--- src/rtl/wb_bridge_cfg.svh ---
// Wishbone bridge configuration: window decode, bus offsets and target constants
`ifndef WB_BRIDGE_CFG_SVH
`define WB_BRIDGE_CFG_SVH

// Upstream window seen from the management core
`define WB_UFP_BASE_ADDR    32'h3000_0000
`define WB_UFP_BASE_MASK    32'hFFF0_0000

// Offsets of the two downstream buses inside the window
`define WB_BUSA_OFFSET      32'h0000_0000
`define WB_BUSB_OFFSET      32'h000F_F800

// Base address each downstream bus presents to its target
`define WB_BUSA_BASE_ADDR   32'h3000_0000
`define WB_BUSB_BASE_ADDR   32'h0000_0000

// Bus B is narrow, 2 KiB of byte address space
`define WB_BUSB_ADDR_WIDTH  11

// Default depth of the bus B memory in 32-bit words
`define WB_SRAM_WORDS       512

// Value returned by the identification register
`define WB_REG_ID_VALUE     32'h5742_0A01

`endif

--- src/rtl/wb_bus_pkg.sv ---
// Wishbone bus package: vector types shared by every bus port
`default_nettype none

`include "wb_bridge_cfg.svh"

package wb_bus_pkg;

    // Data word carried on every bus
    typedef logic [31:0] wb_data_t;

    // Full byte address of the upstream port and bus A
    typedef logic [31:0] wb_addr_t;

    // One select bit per byte lane
    typedef logic [3:0] wb_sel_t;

    // Byte address on the narrow bus B
    typedef logic [`WB_BUSB_ADDR_WIDTH-1:0] wb_busb_addr_t;

endpackage

`default_nettype wire

--- src/rtl/wb_bridge_2way.sv ---
// Two-way Wishbone bridge: decodes the upstream window and routes cycles to bus A or bus B
`default_nettype none
`timescale 1ns/1ps

`include "wb_bridge_cfg.svh"

module wb_bridge_2way (
    // Only sampled by the assertions
    input  wire                            wb_clk_i,

    // Upstream port
    input  wire                            wbs_stb_i,
    input  wire                            wbs_cyc_i,
    input  wire                            wbs_we_i,
    input  wire wb_bus_pkg::wb_sel_t       wbs_sel_i,
    input  wire wb_bus_pkg::wb_data_t      wbs_dat_i,
    input  wire wb_bus_pkg::wb_addr_t      wbs_adr_i,
    output wire                            wbs_ack_o,
    output wire wb_bus_pkg::wb_data_t      wbs_dat_o,

    // Bus A
    output wire                            wbm_a_stb_o,
    output wire                            wbm_a_cyc_o,
    output wire                            wbm_a_we_o,
    output wire wb_bus_pkg::wb_sel_t       wbm_a_sel_o,
    output wire wb_bus_pkg::wb_data_t      wbm_a_dat_o,
    output wire wb_bus_pkg::wb_addr_t      wbm_a_adr_o,
    input  wire wb_bus_pkg::wb_data_t      wbm_a_dat_i,
    input  wire                            wbm_a_ack_i,

    // Bus B
    output wire                            wbm_b_stb_o,
    output wire                            wbm_b_cyc_o,
    output wire                            wbm_b_we_o,
    output wire wb_bus_pkg::wb_sel_t       wbm_b_sel_o,
    output wire wb_bus_pkg::wb_data_t      wbm_b_dat_o,
    output wire wb_bus_pkg::wb_busb_addr_t wbm_b_adr_o,
    input  wire wb_bus_pkg::wb_data_t      wbm_b_dat_i,
    input  wire                            wbm_b_ack_i
);

    import wb_bus_pkg::*;

    logic     win_sel;
    logic     hit_b;
    logic     sel_a;
    logic     sel_b;
    wb_addr_t win_offset;
    wb_addr_t addr_a;
    wb_addr_t addr_b;

    // Window hit and offset inside the window
    assign win_sel    = (wbs_adr_i & `WB_UFP_BASE_MASK) == `WB_UFP_BASE_ADDR;
    assign win_offset = wbs_adr_i & ~`WB_UFP_BASE_MASK;

    // Top 2 KiB of the window belong to bus B
    assign hit_b = win_offset >= `WB_BUSB_OFFSET;
    assign sel_a = win_sel & ~hit_b;
    assign sel_b = win_sel & hit_b;

    assign addr_a = win_offset - `WB_BUSA_OFFSET + `WB_BUSA_BASE_ADDR;
    assign addr_b = win_offset - `WB_BUSB_OFFSET + `WB_BUSB_BASE_ADDR;

    assign wbm_a_stb_o = wbs_stb_i & sel_a;
    assign wbm_a_cyc_o = wbs_cyc_i;
    assign wbm_a_we_o  = wbs_we_i & sel_a;
    assign wbm_a_sel_o = wbs_sel_i & {4{sel_a}};
    assign wbm_a_dat_o = wbs_dat_i & {32{sel_a}};
    assign wbm_a_adr_o = addr_a;

    assign wbm_b_stb_o = wbs_stb_i & sel_b;
    assign wbm_b_cyc_o = wbs_cyc_i;
    assign wbm_b_we_o  = wbs_we_i & sel_b;
    assign wbm_b_sel_o = wbs_sel_i & {4{sel_b}};
    assign wbm_b_dat_o = wbs_dat_i & {32{sel_b}};
    assign wbm_b_adr_o = addr_b[`WB_BUSB_ADDR_WIDTH-1:0];

    // Response from the selected bus only, zero outside the window
    assign wbs_ack_o = (wbm_a_ack_i & sel_a) | (wbm_b_ack_i & sel_b);
    assign wbs_dat_o = (wbm_a_dat_i & {32{sel_a}}) | (wbm_b_dat_i & {32{sel_b}});

    // Never both targets answering at once
    a_one_ack: assert property (@(posedge wb_clk_i) !(wbm_a_ack_i && wbm_b_ack_i));

    // An upstream ack answers the strobe of the cycle before
    a_ack_after_stb: assert property (@(posedge wb_clk_i)
        wbs_ack_o |-> $past(wbs_stb_i && wbs_cyc_i));

endmodule

`default_nettype wire

--- config.mk ---
export PLATFORM = sky130hd
export DESIGN_NAME = wb_bridge_2way
export DESIGN_NICKNAME = d
export VERILOG_FILES = /design/src/rtl/wb_bus_pkg.sv /design/src/rtl/wb_bridge_2way.sv
export VERILOG_INCLUDE_DIRS = /design/src /design/src/rtl
export SDC_FILE = /design/constraint.sdc
export NUM_CORES = 1
export LEC_CHECK = 0
export BUFFER_PORTS_ARGS = -buffer_cell sky130_fd_sc_hd__buf_4
export CAP_MARGIN = 25
export CORE_AREA = 2 2 114 116
export DETAILED_ROUTE_END_ITERATION = 10
export DIE_AREA = 0 0 116 118
export PLACE_DENSITY = 0.47
export REMOVE_ABC_BUFFERS = 1
export SLEW_MARGIN = 20
export SYNTH_ARGS = -nofsm -noshare
export SYNTH_HDL_FRONTEND = slang
export SYNTH_SLANG_ARGS = --single-unit
--- constraint.sdc ---
create_clock -name vclk -period 0.81
set_input_delay 0 -clock vclk [all_inputs]
set_output_delay 0 -clock vclk [all_outputs]
set_load 0.01 [all_outputs]
==> results.ini <==
[drt]
antenna_left = 0
routedWlPerCell_microns = 16.9
dr.pass1.iters = 4
totalWireLength_microns = 11900
drc_errors = 0
via_per_inst = 4.52
vias = 3179
drt_iter0_drc = 116

[finish]
layout-drive-gt1-share = 0.774
synthToLayoutAreaGrowth_pct = 162
layout.area.seq_sq_um = 0
fin_area_sq_um = 4950
clkbuf_count = 0
diodes = 0
fin_nets = 671
stdcell_count = 703
design.seq.count = 0

[timing]
setup_ws_ns = -0.489
maxSlewViolCount = 0
max_freq_mhz = 770
finalCriticalPeriod_ns = 1.30
fin_crit_sh = 1.60
setup_viol = 109
rsz0062_at_grt = true
finalHoldViolCount = 0
whs_ns = 0.0000111

[setup_path]
max_stage_delay_ns = 0.26
endpoint_kind = output port
crit_family = buffers and inverters
crit_chain = buf_6, nor4_4, buf_4, nand3_4, buf_12, buf_16, nor3_2, buf_4
cp.arrival_ns = 1.30
critPathSlowestCell = nor4_4
start_kind = input pin
cp_common_cell = buf_4
cp_max_fo = 20
path_depth = 8
worst-path-buf-inv = 5
path_class = in -> out
required_ns = 0.81

[logic_synthesis]
synth.avg_cell_area_sq_um = 6.03
synth.top_cell.area_share = 0.207
ys_warn_count = 0
synth.most_common_cell = nor3_1
synth_area_leaders = buf_4 (21%), nor3_1 (15%), o31ai_1 (13%), nand4_1 (11%), nor3_2 (11%)
seq_area_frac_synth = 0
synth.top_cells.by_count = nor3_1 (57), buf_4 (52), inv_1 (38)
ys_types = 19
synth_area_sq_um = 1890
yosysTopAreaCell = buf_4
synthCells = 313

[run_status]
violations = setup timing
status = finished with violations

[placement]
globalplace.congestion = 0.805
post_dp_cell_area_sq_um = 3890
place_ws_ns = -0.511
dp_cells = 692
dp_hpwl_microns = 8190
port_buffers = 243

[global_route]
grt_usage = 0.146
grt_max_degree = 39
grt_overflow = 0
antenna_found_initial = 0
grt_pass1_wl_microns = 16200
grt_pass1_vias = 3024

[floorplan]
chipWidth_microns = 116
num_rows = 41
initial_core_util = 0.152
die_area_sq_um = 13700
io_pins = 292
die_h_microns = 118
fp.coreArea_sq_um = 12400

[pwr]
p_per_area_nw_per_um2 = 217
ir_drop_mv = 0.107
p_total_w = 0.00107
power.leakage_nw = 2.25

[min_path]
min_to = wbm_b_adr_o[1]
min-delay-start = wbs_adr_i[1]
hold_depth = 0
hp-class = in -> out

[clock_tree]
hold_buffers = 0

[flow_run]
drv_cap = 0

[layout by cell type, fill, tap and decap left out, drive strengths merged]
cell / Yosys / layout
nand3: 3 / 3
clkbuf: 17 / 3
and4: 1 / 1
nor4: 2 / 2
nand4: 34 / 34
a21oi: 33 / 33
nor3: 77 / 77
o31ai: 33 / 33
and2: 1 / 1
buf: 69 / 291
conb: 2 / 12
nor4bb: 1 / 1
nand2: 1 / 1
and3: 1 / 1
inv: 38 / 38
[power breakdown]
part,internal [W],total (W),switching [W]
sequential,0,0,0
combinational,0.000592,0.00107,0.000483
clock,0,0,0
[metrics by stage]
stage                     utilization  TNS, ns
after floorplan                     -  -270.36
after global placement          0.314   -48.70
after detailed placement        0.314   -48.27
after CTS                       0.360   -43.42
after global routing            0.399   -55.27
final                           0.399   -46.70
[timing repair]
action | 4_1_cts | 5_1_grt
resized for setup | 91 | 83
setup buffers | 4 | 0
pin swaps | 5 | 19
endpoints found under the setup margin | 109 | 109
gates cloned | 4 | 3
[routing by layer]
layer | track usage | up-vias | share of wire
li1 | - | 1511 | -
met1 | 0.162 | 1446 | 0.35
met2 | 0.264 | 204 | 0.51
met3 | 0.0566 | 16 | 0.12
met4 | 0.0171 | 2 | 0.016
met5 | 0.0471 | - | 0.0065
[cell families after synthesis]
group,after synthesis,share of synthesized area
buf+inv,124,0.371
simple gates,121,0.406
compound gates,66,0.219
other cells,2,0.00398
[final cells by class]
class / instances / area [sq um]
timing repair buffer: 294 / 2690
fill: 1261 / 7460
inverter: 38 / 143
multi-input combinational: 199 / 1910
tap: 172 / 215
[worst max path at each step]
stage                   from         endpoint  slack [ns]
2_1_floorplan  wbs_adr_i[21]   wbm_a_dat_o[0]       -2.55
3_3_place_gp   wbs_adr_i[31]  wbm_a_dat_o[13]       -0.49
3_5_place_dp   wbs_adr_i[21]   wbm_a_dat_o[8]       -0.51
4_1_cts        wbs_adr_i[21]  wbm_a_dat_o[11]       -0.45
5_1_grt        wbs_adr_i[31]  wbm_a_dat_o[13]       -0.57
6_report       wbs_adr_i[31]   wbm_b_dat_o[0]       -0.49
Note: power is estimated with default switching activity, not from simulation.
