### src/rtl/wb_bridge_cfg.svh
// Wishbone bridge configuration: window decode, bus offsets and target constants
`ifndef WB_BRIDGE_CFG_SVH
`define WB_BRIDGE_CFG_SVH

// Upstream window seen from the management core
`define WB_UFP_BASE_ADDR    32'h3000_0000
`define WB_UFP_BASE_MASK    32'hFFF0_0000

// Offsets of the two downstream buses inside the window
`define WB_BUSA_OFFSET      32'h0000_0000
`define WB_BUSB_OFFSET      32'h000F_F800

// Base address each downstream bus presents to its target
`define WB_BUSA_BASE_ADDR   32'h3000_0000
`define WB_BUSB_BASE_ADDR   32'h0000_0000

// Bus B is narrow, 2 KiB of byte address space
`define WB_BUSB_ADDR_WIDTH  11

// Default depth of the bus B memory in 32-bit words
`define WB_SRAM_WORDS       512

// Value returned by the identification register
`define WB_REG_ID_VALUE     32'h5742_0A01

`endif

### src/rtl/wb_bus_pkg.sv
// Wishbone bus package: vector types shared by every bus port
`default_nettype none

`include "wb_bridge_cfg.svh"

package wb_bus_pkg;

    // Data word carried on every bus
    typedef logic [31:0] wb_data_t;

    // Full byte address of the upstream port and bus A
    typedef logic [31:0] wb_addr_t;

    // One select bit per byte lane
    typedef logic [3:0] wb_sel_t;

    // Byte address on the narrow bus B
    typedef logic [`WB_BUSB_ADDR_WIDTH-1:0] wb_busb_addr_t;

endpackage

`default_nettype wire

### src/rtl/periph_pkg.sv
// Peripheral package: register map and register field types of the bus A target
`default_nettype none

package periph_pkg;

    // Register index, taken from address bits 4 to 2
    typedef enum logic [2:0] {
        REG_ID      = 3'd0,
        REG_SCRATCH = 3'd1,
        REG_CTRL    = 3'd2,
        REG_COUNT   = 3'd3
    } reg_index_t;

    // Free-running cycle counter value
    typedef logic [31:0] count_t;

    // Count enable position in the control register
    localparam int unsigned CTRL_EN_BIT = 0;

    // Indexes 4 to 7 are left unused and read as zero

endpackage

`default_nettype wire

### src/rtl/wb_reg_bank.sv
// Register bank on bus A: identification, scratch, control and cycle counter registers
`default_nettype none
`timescale 1ns/1ps

`include "wb_bridge_cfg.svh"

module wb_reg_bank (
    input  wire                       wb_clk_i,
    input  wire                       rst_n_i,
    input  wire                       wb_stb_i,
    input  wire                       wb_cyc_i,
    input  wire                       wb_we_i,
    input  wire wb_bus_pkg::wb_sel_t  wb_sel_i,
    input  wire wb_bus_pkg::wb_data_t wb_dat_i,
    input  wire wb_bus_pkg::wb_addr_t wb_adr_i,
    output logic                      wb_ack_o,
    output wb_bus_pkg::wb_data_t      wb_dat_o
);

    import wb_bus_pkg::*;
    import periph_pkg::*;

    logic       access;
    logic       wr_fire;
    logic       count_en;
    reg_index_t reg_idx;
    wb_data_t   scratch;
    wb_data_t   rd_data;
    count_t     count;

    // Higher address bits alias onto the eight slots
    assign reg_idx = reg_index_t'(wb_adr_i[4:2]);

    // One access per strobe, the cycle after ack is idle
    assign access  = wb_stb_i & wb_cyc_i & ~wb_ack_o;
    assign wr_fire = access & wb_we_i;

    always_ff @(posedge wb_clk_i or negedge rst_n_i) begin
        if (!rst_n_i) begin
            wb_ack_o <= 1'b0;
        end else begin
            wb_ack_o <= access;
        end
    end

    always_ff @(posedge wb_clk_i or negedge rst_n_i) begin
        if (!rst_n_i) begin
            scratch  <= '0;
            count_en <= 1'b0;
        end else if (wr_fire) begin
            if (reg_idx == REG_SCRATCH) begin
                for (int b = 0; b < 4; b++) begin
                    if (wb_sel_i[b]) begin
                        scratch[8*b +: 8] <= wb_dat_i[8*b +: 8];
                    end
                end
            end
            if (reg_idx == REG_CTRL && wb_sel_i[0]) begin
                count_en <= wb_dat_i[CTRL_EN_BIT];
            end
        end
    end

    // Any write to the counter clears it, otherwise it runs while enabled
    always_ff @(posedge wb_clk_i or negedge rst_n_i) begin
        if (!rst_n_i) begin
            count <= '0;
        end else if (wr_fire && reg_idx == REG_COUNT) begin
            count <= '0;
        end else if (count_en) begin
            count <= count + 1'b1;
        end
    end

    always_comb begin
        rd_data = '0;
        case (reg_idx)
            REG_ID:      rd_data = `WB_REG_ID_VALUE;
            REG_SCRATCH: rd_data = scratch;
            REG_CTRL:    rd_data[CTRL_EN_BIT] = count_en;
            REG_COUNT:   rd_data = count;
            default:     rd_data = '0;
        endcase
    end

    // Read data captured on the edge that raises ack
    always_ff @(posedge wb_clk_i) begin
        if (access) begin
            wb_dat_o <= rd_data;
        end
    end

    // Master keeps the cycle open for the whole strobe
    a_stb_in_cyc: assert property (@(posedge wb_clk_i) disable iff (!rst_n_i)
        wb_stb_i |-> wb_cyc_i);

endmodule

`default_nettype wire

### config.mk
export PLATFORM = sky130hd
export DESIGN_NAME = wb_reg_bank
export DESIGN_NICKNAME = d
export VERILOG_FILES = /design/src/rtl/wb_bus_pkg.sv /design/src/rtl/periph_pkg.sv /design/src/rtl/wb_reg_bank.sv
export VERILOG_INCLUDE_DIRS = /design/src /design/src/rtl
export SDC_FILE = /design/constraint.sdc
export NUM_CORES = 1
export LEC_CHECK = 0
export BUFFER_PORTS_ARGS = -buffer_cell sky130_fd_sc_hd__buf_2
export CORE_ASPECT_RATIO = 1.75
export CORE_MARGIN = 2
export CORE_UTILIZATION = 50
export CTS_CLUSTER_DIAMETER = 80
export DETAILED_ROUTE_END_ITERATION = 6
export PLACE_DENSITY_LB_ADDON = 0.05
export SYNTH_ARGS = -nofsm -noshare
export SYNTH_HDL_FRONTEND = slang
export SYNTH_SLANG_ARGS = --single-unit
### constraint.sdc
create_clock -name wb_clk_i -period 6.3 [get_ports wb_clk_i]
set_input_delay 0.315 -clock wb_clk_i [delete_from_list [all_inputs] [get_ports wb_clk_i]]
set_output_delay 0.315 -clock wb_clk_i [all_outputs]
set_load 0.02 [all_outputs]
==> results of run 1 <==
## cell type report
cell class / count / area [um^2]
fill: 761 / 3470
sequential: 98 / 2610
multi-input combinational: 232 / 1620
timing repair buffer: 80 / 410
clock buffer: 10 / 229
tap: 117 / 146
clock inverter: 6 / 58.8
inverter: 3 / 11.3
## per-layer routing
layer | global-route usage (%) | wire, um | vias to the layer above
met1 | 26.2 | 3870 | 1555
met3 | 4.18 | 335 | 13
met4 | 9.98 | 261 | 0
met5 | 0 | 0 | -
met2 | 36.8 | 5290 | 75
li1 | - | - | 1475
## placed cells by master, fill, tap and decap left out, types with 10 or more instances in the layout
cell type	count
buf_2	76
dfrtp_1	66
mux2_2	33
edfxtp_1	32
nand2_1	25
nor2_1	24
a22o_1	22
a21oi_1	20
or4_1	15
o31ai_1	14
a211oi_1	10
nand3_1	10
## per-stage QoR
step | std cells | hold WS [ns] | utilization, % | power, mW
after floorplan | 353 | 0.0194 | - | 1.06
after global placement | 530 | 0.487 | 56.1 | 1.16
after detailed placement | 530 | 0.494 | 56.1 | 1.17
after CTS | 546 | 0.189 | 59.5 | 1.70
after global routing | 546 | 0.190 | 59.5 | 1.78
final | 546 | 0.157 | 59.5 | 1.69
## worst min path at each step
stage	from	to	slack [ns]	cells after the start
after floorplan	rst_n_i	count[0]	0.02	0
after global placement	scratch[4]	scratch[4]	0.49	1
after detailed placement	scratch[9]	scratch[9]	0.49	1
after CTS	wb_dat_i[28]	scratch[28]	0.19	2
after global routing	wb_dat_i[5]	scratch[5]	0.19	2
final	rst_n_i	count[29]	0.16	2
## registers in the layout (all words and copies together) (netlist names)
name / count
scratch: 32
count_en: 1
count: 32
wb_dat_o: 32
wb_ack_o: 1
## kinds of logic (layout without fill, tap and decap cells)
kind of cell,count (synthesis),in the layout,synth area share (%)
AOI/OAI and AO/OA,72,72,11.7
xor gates and xnor gates,11,11,2.22
adders and majority gates,1,1,0.289
buffers and inverters,23,99,2.28
DFF,98,98,60.3
muxes,35,35,9.04
and+or+nand+nor,113,113,14.2
## where the power goes
group	switching [mW]	total [mW]	leakage [nW]	internal [mW]
Clock	0.231	0.536	0.136	0.305
Combinational	0.128	0.245	0.888	0.117
Sequential	0.140	0.909	1.13	0.768
Total	0.500	1.69	2.16	1.19
==> summary.txt, run 1 <==
Floorplanning
  – Core area: 0.00856 mm^2
  – Die H: 127 um
  – Initial Util: 50.6%
  – Die X: 74.4 um
  – # rows: 45
  – Top Ports: 106
  – Die Footprint: 0.00946 mm^2

Place
  – DP Worst Slack: 3.89 ns
  – Final Wtd Congestion: 0.796
  – DP HPWL: 6640 um
  – Placed Area: 0.00480 mm^2
  – IO buf count: 76

Clock tree
  – Num CTS Buffers: 9
  – CTS tree: yes
  – Clk_lat worst skew: 0.34 ns
  – # resized after CTS: 0
  – Setup bufs post-CTS: 0
  – Clk buf depth: 2
  – Clock Pin Slew Worst Setup and Hold Paths: 0.07 ns
  – Clk sinks: 98
  – Post-CTS Hold Buffers: 0
  – Htree depth: 3
  – Clock root buffer: clkbuf_16

Logic synthesis
  – Ys async rst share: 67.3%
  – Count of unique library cells instantiated by Yosys: 37
  – Top FF cell, synth: dfrtp_1
  – Post-Syn Area per Cell: 12.3 um^2
  – Number of synthesized flops with an enable pin: 32
  – Syn Nets: 427
  – #FFs+latches synth: 98
  – Yosys top cell area share: 38.1%
  – Cells after Synth: 353
  – Area contributors post-synth: dfrtp_1, edfxtp_1, mux2_2
  – Sequential area share after synthesis: 60.3%
  – Synthesis Warnings: 0
  – Most common cell in the synthesized netlist: dfrtp_1
  – Area leader, netlist: dfrtp_1
  – Mapped Area: 0.00433 mm^2
  – Top cells by count, synth: dfrtp_1, mux2_2, edfxtp_1

Setup path
  – CP peak stage delay: 0.67 ns
  – Worst R2R End: count[7]
  – Cell mode on critical path: buf_4
  – Worst R2R Setup Slack: 4.01 ns
  – CP max-delay cell: nor2_2
  – Reg2Reg Depth: 5
  – Crit-path leading delay family: simple AND/OR/NAND/NOR gates
  – Critical path class: flop to flop
  – Crit path to: count[7]
  – RR Startpoint: wb_ack_o
  – Crit path DAT: 2.51 ns
  – Startpoint types: flop
  – CP Buf/Inv Count: 2
  – CP startpoint: wb_ack_o
  – Crit-path max FO: 32
  – Crit-path cells: nor2_2 -> buf_4 -> and3_1 -> buf_4 -> nor2_1
  – Total stage count of the critical path: 5
  – CP Data Required Time: 6.52 ns
  – Critical Path End Type: flop

Finish
  – # diodes: 0
  – Final Net Count: 498
  – Share of cells above drive strength 1: 31.0%
  – Design area: 0.00509 mm^2
  – P&R area growth vs syn: 17.5%

STA
  – RSZ-0062 raised after global routing: false
  – Clk_skew: 0.00487 ns
  – Final setup margin: 4.01 ns
  – Final worst path period need: 2.29 ns
  – Final setup violation count: 0
  – Worst slew pin tran: 1.07 ns
  – Fmax: 437 MHz
  – Setup Total Neg Slack: 0 ns
  – Final Cycle Share: 36.3%
  – Final Hold Fails: 0
  – Final Slew Violations: 0
  – Max_slew headroom: 28.4%

Detailed routing
  – DR vias/cell: 5.71
  – Detailed-route via count: 3,118
  – Final antenna-violating net count: 0
  – Routed length per instance: 17.9 um
  – First-pass DRT Iterations: 5
  – Routed wire length: 9760 um
  – Drt drc: 0
  – Initial DRC Count: 270

GRT
  – First-pass GRT wire length: 15,200 um
  – Largest net degree at the start of global routing: 67
  – Vias in the first global route: 2,994
  – Antenna violations before repair: 0
  – Gr usage total: 21.8%
  – GRT overflow: 0

Pwr
  – VDD IR max: 0.197 mV
  – Power Density: 332 mW/mm^2
  – Leak Pwr: 2.16 nW

Min path
  – HP Class: primary input to async pin

Status
  – Outcome: finished clean

Job
  – Max cap viols: 0
Note: power is estimated with default switching activity, not from simulation.
==> run 2, diff against run 1 <==
Settings changed: ABC_AREA set to 1.
Clock period 6.3 ns to 2.3 ns, I/O delays scaled along.
==> run 2 against run 1 <==
  * Synthesized cell count grew 56%
  * Critical path depth stayed put
  * Die area increased by 7.6%
  * Sequential power rose by 140%
  * Wire length grew 23%
  * Register-to-register slack worse by 3.5 ns
  * Non-clock buffer count up 6
  * Global-route usage rose by 3.0 points
  * Sequential share of layout area decreased by 3.9 points
  * Design area is 8.3% higher
==> summary.txt, run 2 <==
Finish
  – Post-layout util: 60.6% (was 59.5%)
  – P&R area growth vs syn: 17.9% (was 17.5%)
  – FF+latch area: 0.00261 mm^2 (unchanged)
  – Top flop regs: count x32, scratch x32, wb_dat_o x32 (unchanged)
  – Most frequent cells in the layout: nand2_1, inv_1, buf_2 (was buf_2, dfrtp_1, mux2_2)
  – Filler cell count: 868 (was 761)
  – Final Net Count: 707 (was 498)
  – Share of cells above drive strength 1: 16.9% (was 31.0%)
  – Multi-input logic area: 0.00168 mm^2 (was 0.00162 mm^2)
  – Commonest non-fill, non-tap cell in the layout: nand2_1 (was buf_2)
  – # diodes: 0 (unchanged)

Clock tree
  – Post-CTS Hold Buffers: 4 (was 0)
  – Clk_lat worst skew: 0.35 ns (was 0.34 ns)
  – Htree depth: 3 (unchanged)
  – CTS tree: yes (unchanged)
  – Clock root buffer: clkbuf_16 (unchanged)
  – Setup bufs post-CTS: 0 (unchanged)
  – # resized after CTS: 0 (unchanged)
  – Clk buf depth: 2 (unchanged)
  – Clock Pin Slew Worst Setup and Hold Paths: 0.07 ns (about the same)
  – Clk sinks: 98 (unchanged)
  – Num CTS Buffers: 9 (unchanged)

STA
  – Final Slew Violations: 0 (unchanged)
  – Fmax: 564 MHz (was 437 MHz)
  – Final Cycle Share: 77.1% (was 36.3%)
  – Final Hold Fails: 0 (unchanged)
  – Final worst path period need: 1.77 ns (was 2.29 ns)
  – Final setup violation count: 0 (unchanged)
  – RSZ-0062 raised after global routing: false (unchanged)
  – Setup Total Neg Slack: 0 ns (unchanged)
  – Max_slew headroom: 54.1% (was 28.4%)
  – Worst slew pin tran: 0.688 ns (was 1.07 ns)
  – WHS: 0.00743 ns (was 0.157 ns)
  – Clk_skew: 0.00771 ns (was 0.00487 ns)

Floorplanning
  – Initial Util: 51.4% (was 50.6%)
  – Die H: 132 um (was 127 um)
  – # rows: 46 (was 45)
  – Die X: 77.1 um (was 74.4 um)
  – Top Ports: 106 (unchanged)
  – Die Footprint: 0.0102 mm^2 (was 0.00946 mm^2)
  – Core area: 0.00909 mm^2 (was 0.00856 mm^2)

Logic synthesis
  – Count of unique library cells instantiated by Yosys: 30 (was 37)
  – Mapped Area: 0.00468 mm^2 (was 0.00433 mm^2)
  – Yosys top cell area share: 35.3% (was 38.1%)
  – Number of synthesized flops with an enable pin: 32 (unchanged)
  – Syn Nets: 625 (was 427)
  – #FFs+latches synth: 98 (unchanged)
  – Cells after Synth: 551 (was 353)
  – Most common cell in the synthesized netlist: nand2_1 (was dfrtp_1)
  – Area leader, netlist: dfrtp_1 (unchanged)
  – Top cells by count, synth: nand2_1, inv_1, nor2_1 (was dfrtp_1, mux2_2, edfxtp_1)
  – Ys async rst share: 67.3% (unchanged)
  – Top FF cell, synth: dfrtp_1 (unchanged)
  – Post-Syn Area per Cell: 8.49 um^2 (was 12.3 um^2)
  – Sequential area share after synthesis: 55.9% (was 60.3%)
  – Synthesis Warnings: 0 (unchanged)
  – Area contributors post-synth: dfrtp_1, edfxtp_1, nand2_1 (was dfrtp_1, edfxtp_1, mux2_2)

Pwr
  – Leak Pwr: 2.63 nW (was 2.16 nW)
  – Comb pwr share: 14.8% (was 14.5%)
  – Internal power: 3.06 mW (was 1.19 mW)
  – VDD IR max: 0.484 mV (was 0.197 mV)
  – Net Sw Power: 1.24 mW (was 500 uW)
  – Sw Ratio: 28.8% (was 29.6%)
  – Sequential power share: 50.4% (was 53.8%)
  – Clk pwr share: 34.8% (was 31.7%)
  – Power Density: 780 mW/mm^2 (was 332 mW/mm^2)

Detailed routing
  – Drt drc: 0 (unchanged)
  – Routed length per instance: 15.9 um (was 17.9 um)
  – First-pass DRT Iterations: 4 (was 5)
  – Detailed-route via count: 3,921 (was 3,118)
  – Routed wire length: 12,000 um (was 9760 um)
  – Initial DRC Count: 255 (was 270)
  – DR vias/cell: 5.17 (was 5.71)
  – Final antenna-violating net count: 0 (unchanged)

Setup path
  – CP peak stage delay: 0.43 ns (was 0.67 ns)
  – Crit-path cells: nor2_4 -> nand2_1 -> inv_1 -> nand3_1 -> o21ai_0 (was nor2_2 -> buf_4 -> and3_1 -> buf_4 -> nor2_1)
  – Critical path class: flop to flop (unchanged)
  – Reg2Reg Depth: 5 (unchanged)
  – Crit-path max FO: 16 (was 32)
  – Critical Path End Type: flop (unchanged)
  – Startpoint types: flop (unchanged)
  – Crit path DAT: 2.02 ns (was 2.51 ns)
  – CP Buf/Inv Count: 1 (was 2)
  – Crit-path leading delay family: simple AND/OR/NAND/NOR gates (unchanged)
  – CP max-delay cell: nand3_1 (was nor2_2)
  – Total stage count of the critical path: 5 (unchanged)
  – CP Data Required Time: 2.55 ns (was 6.52 ns)

Min path
  – HP Class: primary input to flop (was primary input to async pin)
  – Hold Path Depth: 3

Status
  – Outcome: finished clean (unchanged)

GRT
  – Largest net degree at the start of global routing: 67 (unchanged)
  – First-pass GRT wire length: 19,200 um (was 15,200 um)
  – Vias in the first global route: 3,891 (was 2,994)
  – GRT overflow: 0 (unchanged)
  – Antenna violations before repair: 0 (unchanged)
  – Gr usage total: 24.7% (was 21.8%)

Place
  – DP HPWL: 8910 um (was 6640 um)
  – IO buf count: 76 (unchanged)
  – Final Wtd Congestion: 0.938 (was 0.796)

Job
  – Max cap viols: 0 (unchanged)
-- run 2: kinds of logic after synthesis --
family,synth area share (%)
DFF,55.9
buffers and inverters,8.19
xor gates and xnor gates,0.375
AOI/OAI and AO/OA,11.7
and+or+nand+nor,23.6
adders and majority gates,0.268
-- run 2: per-layer routing --
metal | share of wire (%) | GRT usage, % | wire (um)
met1 | 36 | 25.9 | 4370
met4 | 4.4 | 14.0 | 535
met5 | 0 | 0 | 0
met2 | 56 | 47.1 | 6780
met3 | 2.9 | 2.33 | 353
-- run 2: stage by stage --
stage / instances / cell area, um^2 / worst slack (ns) / total power, mW
finish: 758 / 5510 / 0.526 / 4.30
global route: 758 / 5510 / 0.301 / 4.50
CTS: 758 / 5510 / 0.502 / 4.32
detailed placement: 738 / 5180 / 0.390 / 2.83
global placement: 738 / 5180 / 0.486 / 2.80
floorplan: 551 / 4680 / 0.338 / 2.57
-- run 2: worst paths after layout --
kind,from,endpoint,slack [ns]
worst max-delay path,wb_ack_o,scratch[20],0.53
max in group asynchronous,rst_n_i,scratch[2],1.65
worst max register to register,wb_ack_o,scratch[20],0.53
worst min register to register,scratch[24],scratch[24],0.48
min in group asynchronous,rst_n_i,scratch[13],0.31
worst min-delay path,wb_dat_i[28],scratch[28],0.007
-- run 2: final cells by class --
type                    instances  share of cell area, %
multi-input cells             359                   30.5
repair buffers                 86                   8.67
clock buffers                  10                   4.15
well taps                     120                   2.72
flip-flops and latches         98                   47.4
clock inverters                 6                   1.23
inverters                      79                   5.38
-- run 2: worst reg2reg max path, cell delays in order, from the launching register on --
cell     delay [ns]
dfrtp_1        0.41
nor2_4         0.20
nand2_1        0.07
inv_1          0.21
nand3_1        0.43
o21ai_0        0.35
-- run 2: power groups by stage --
stage	registers (mW)	logic [mW]	clock network, mW
3_3_place_gp	2.19	0.612	0
2_1_floorplan	2.18	0.393	0
5_1_grt	2.19	0.732	1.58
3_5_place_dp	2.20	0.631	0
4_1_cts	2.17	0.642	1.51
6_report	2.17	0.635	1.50
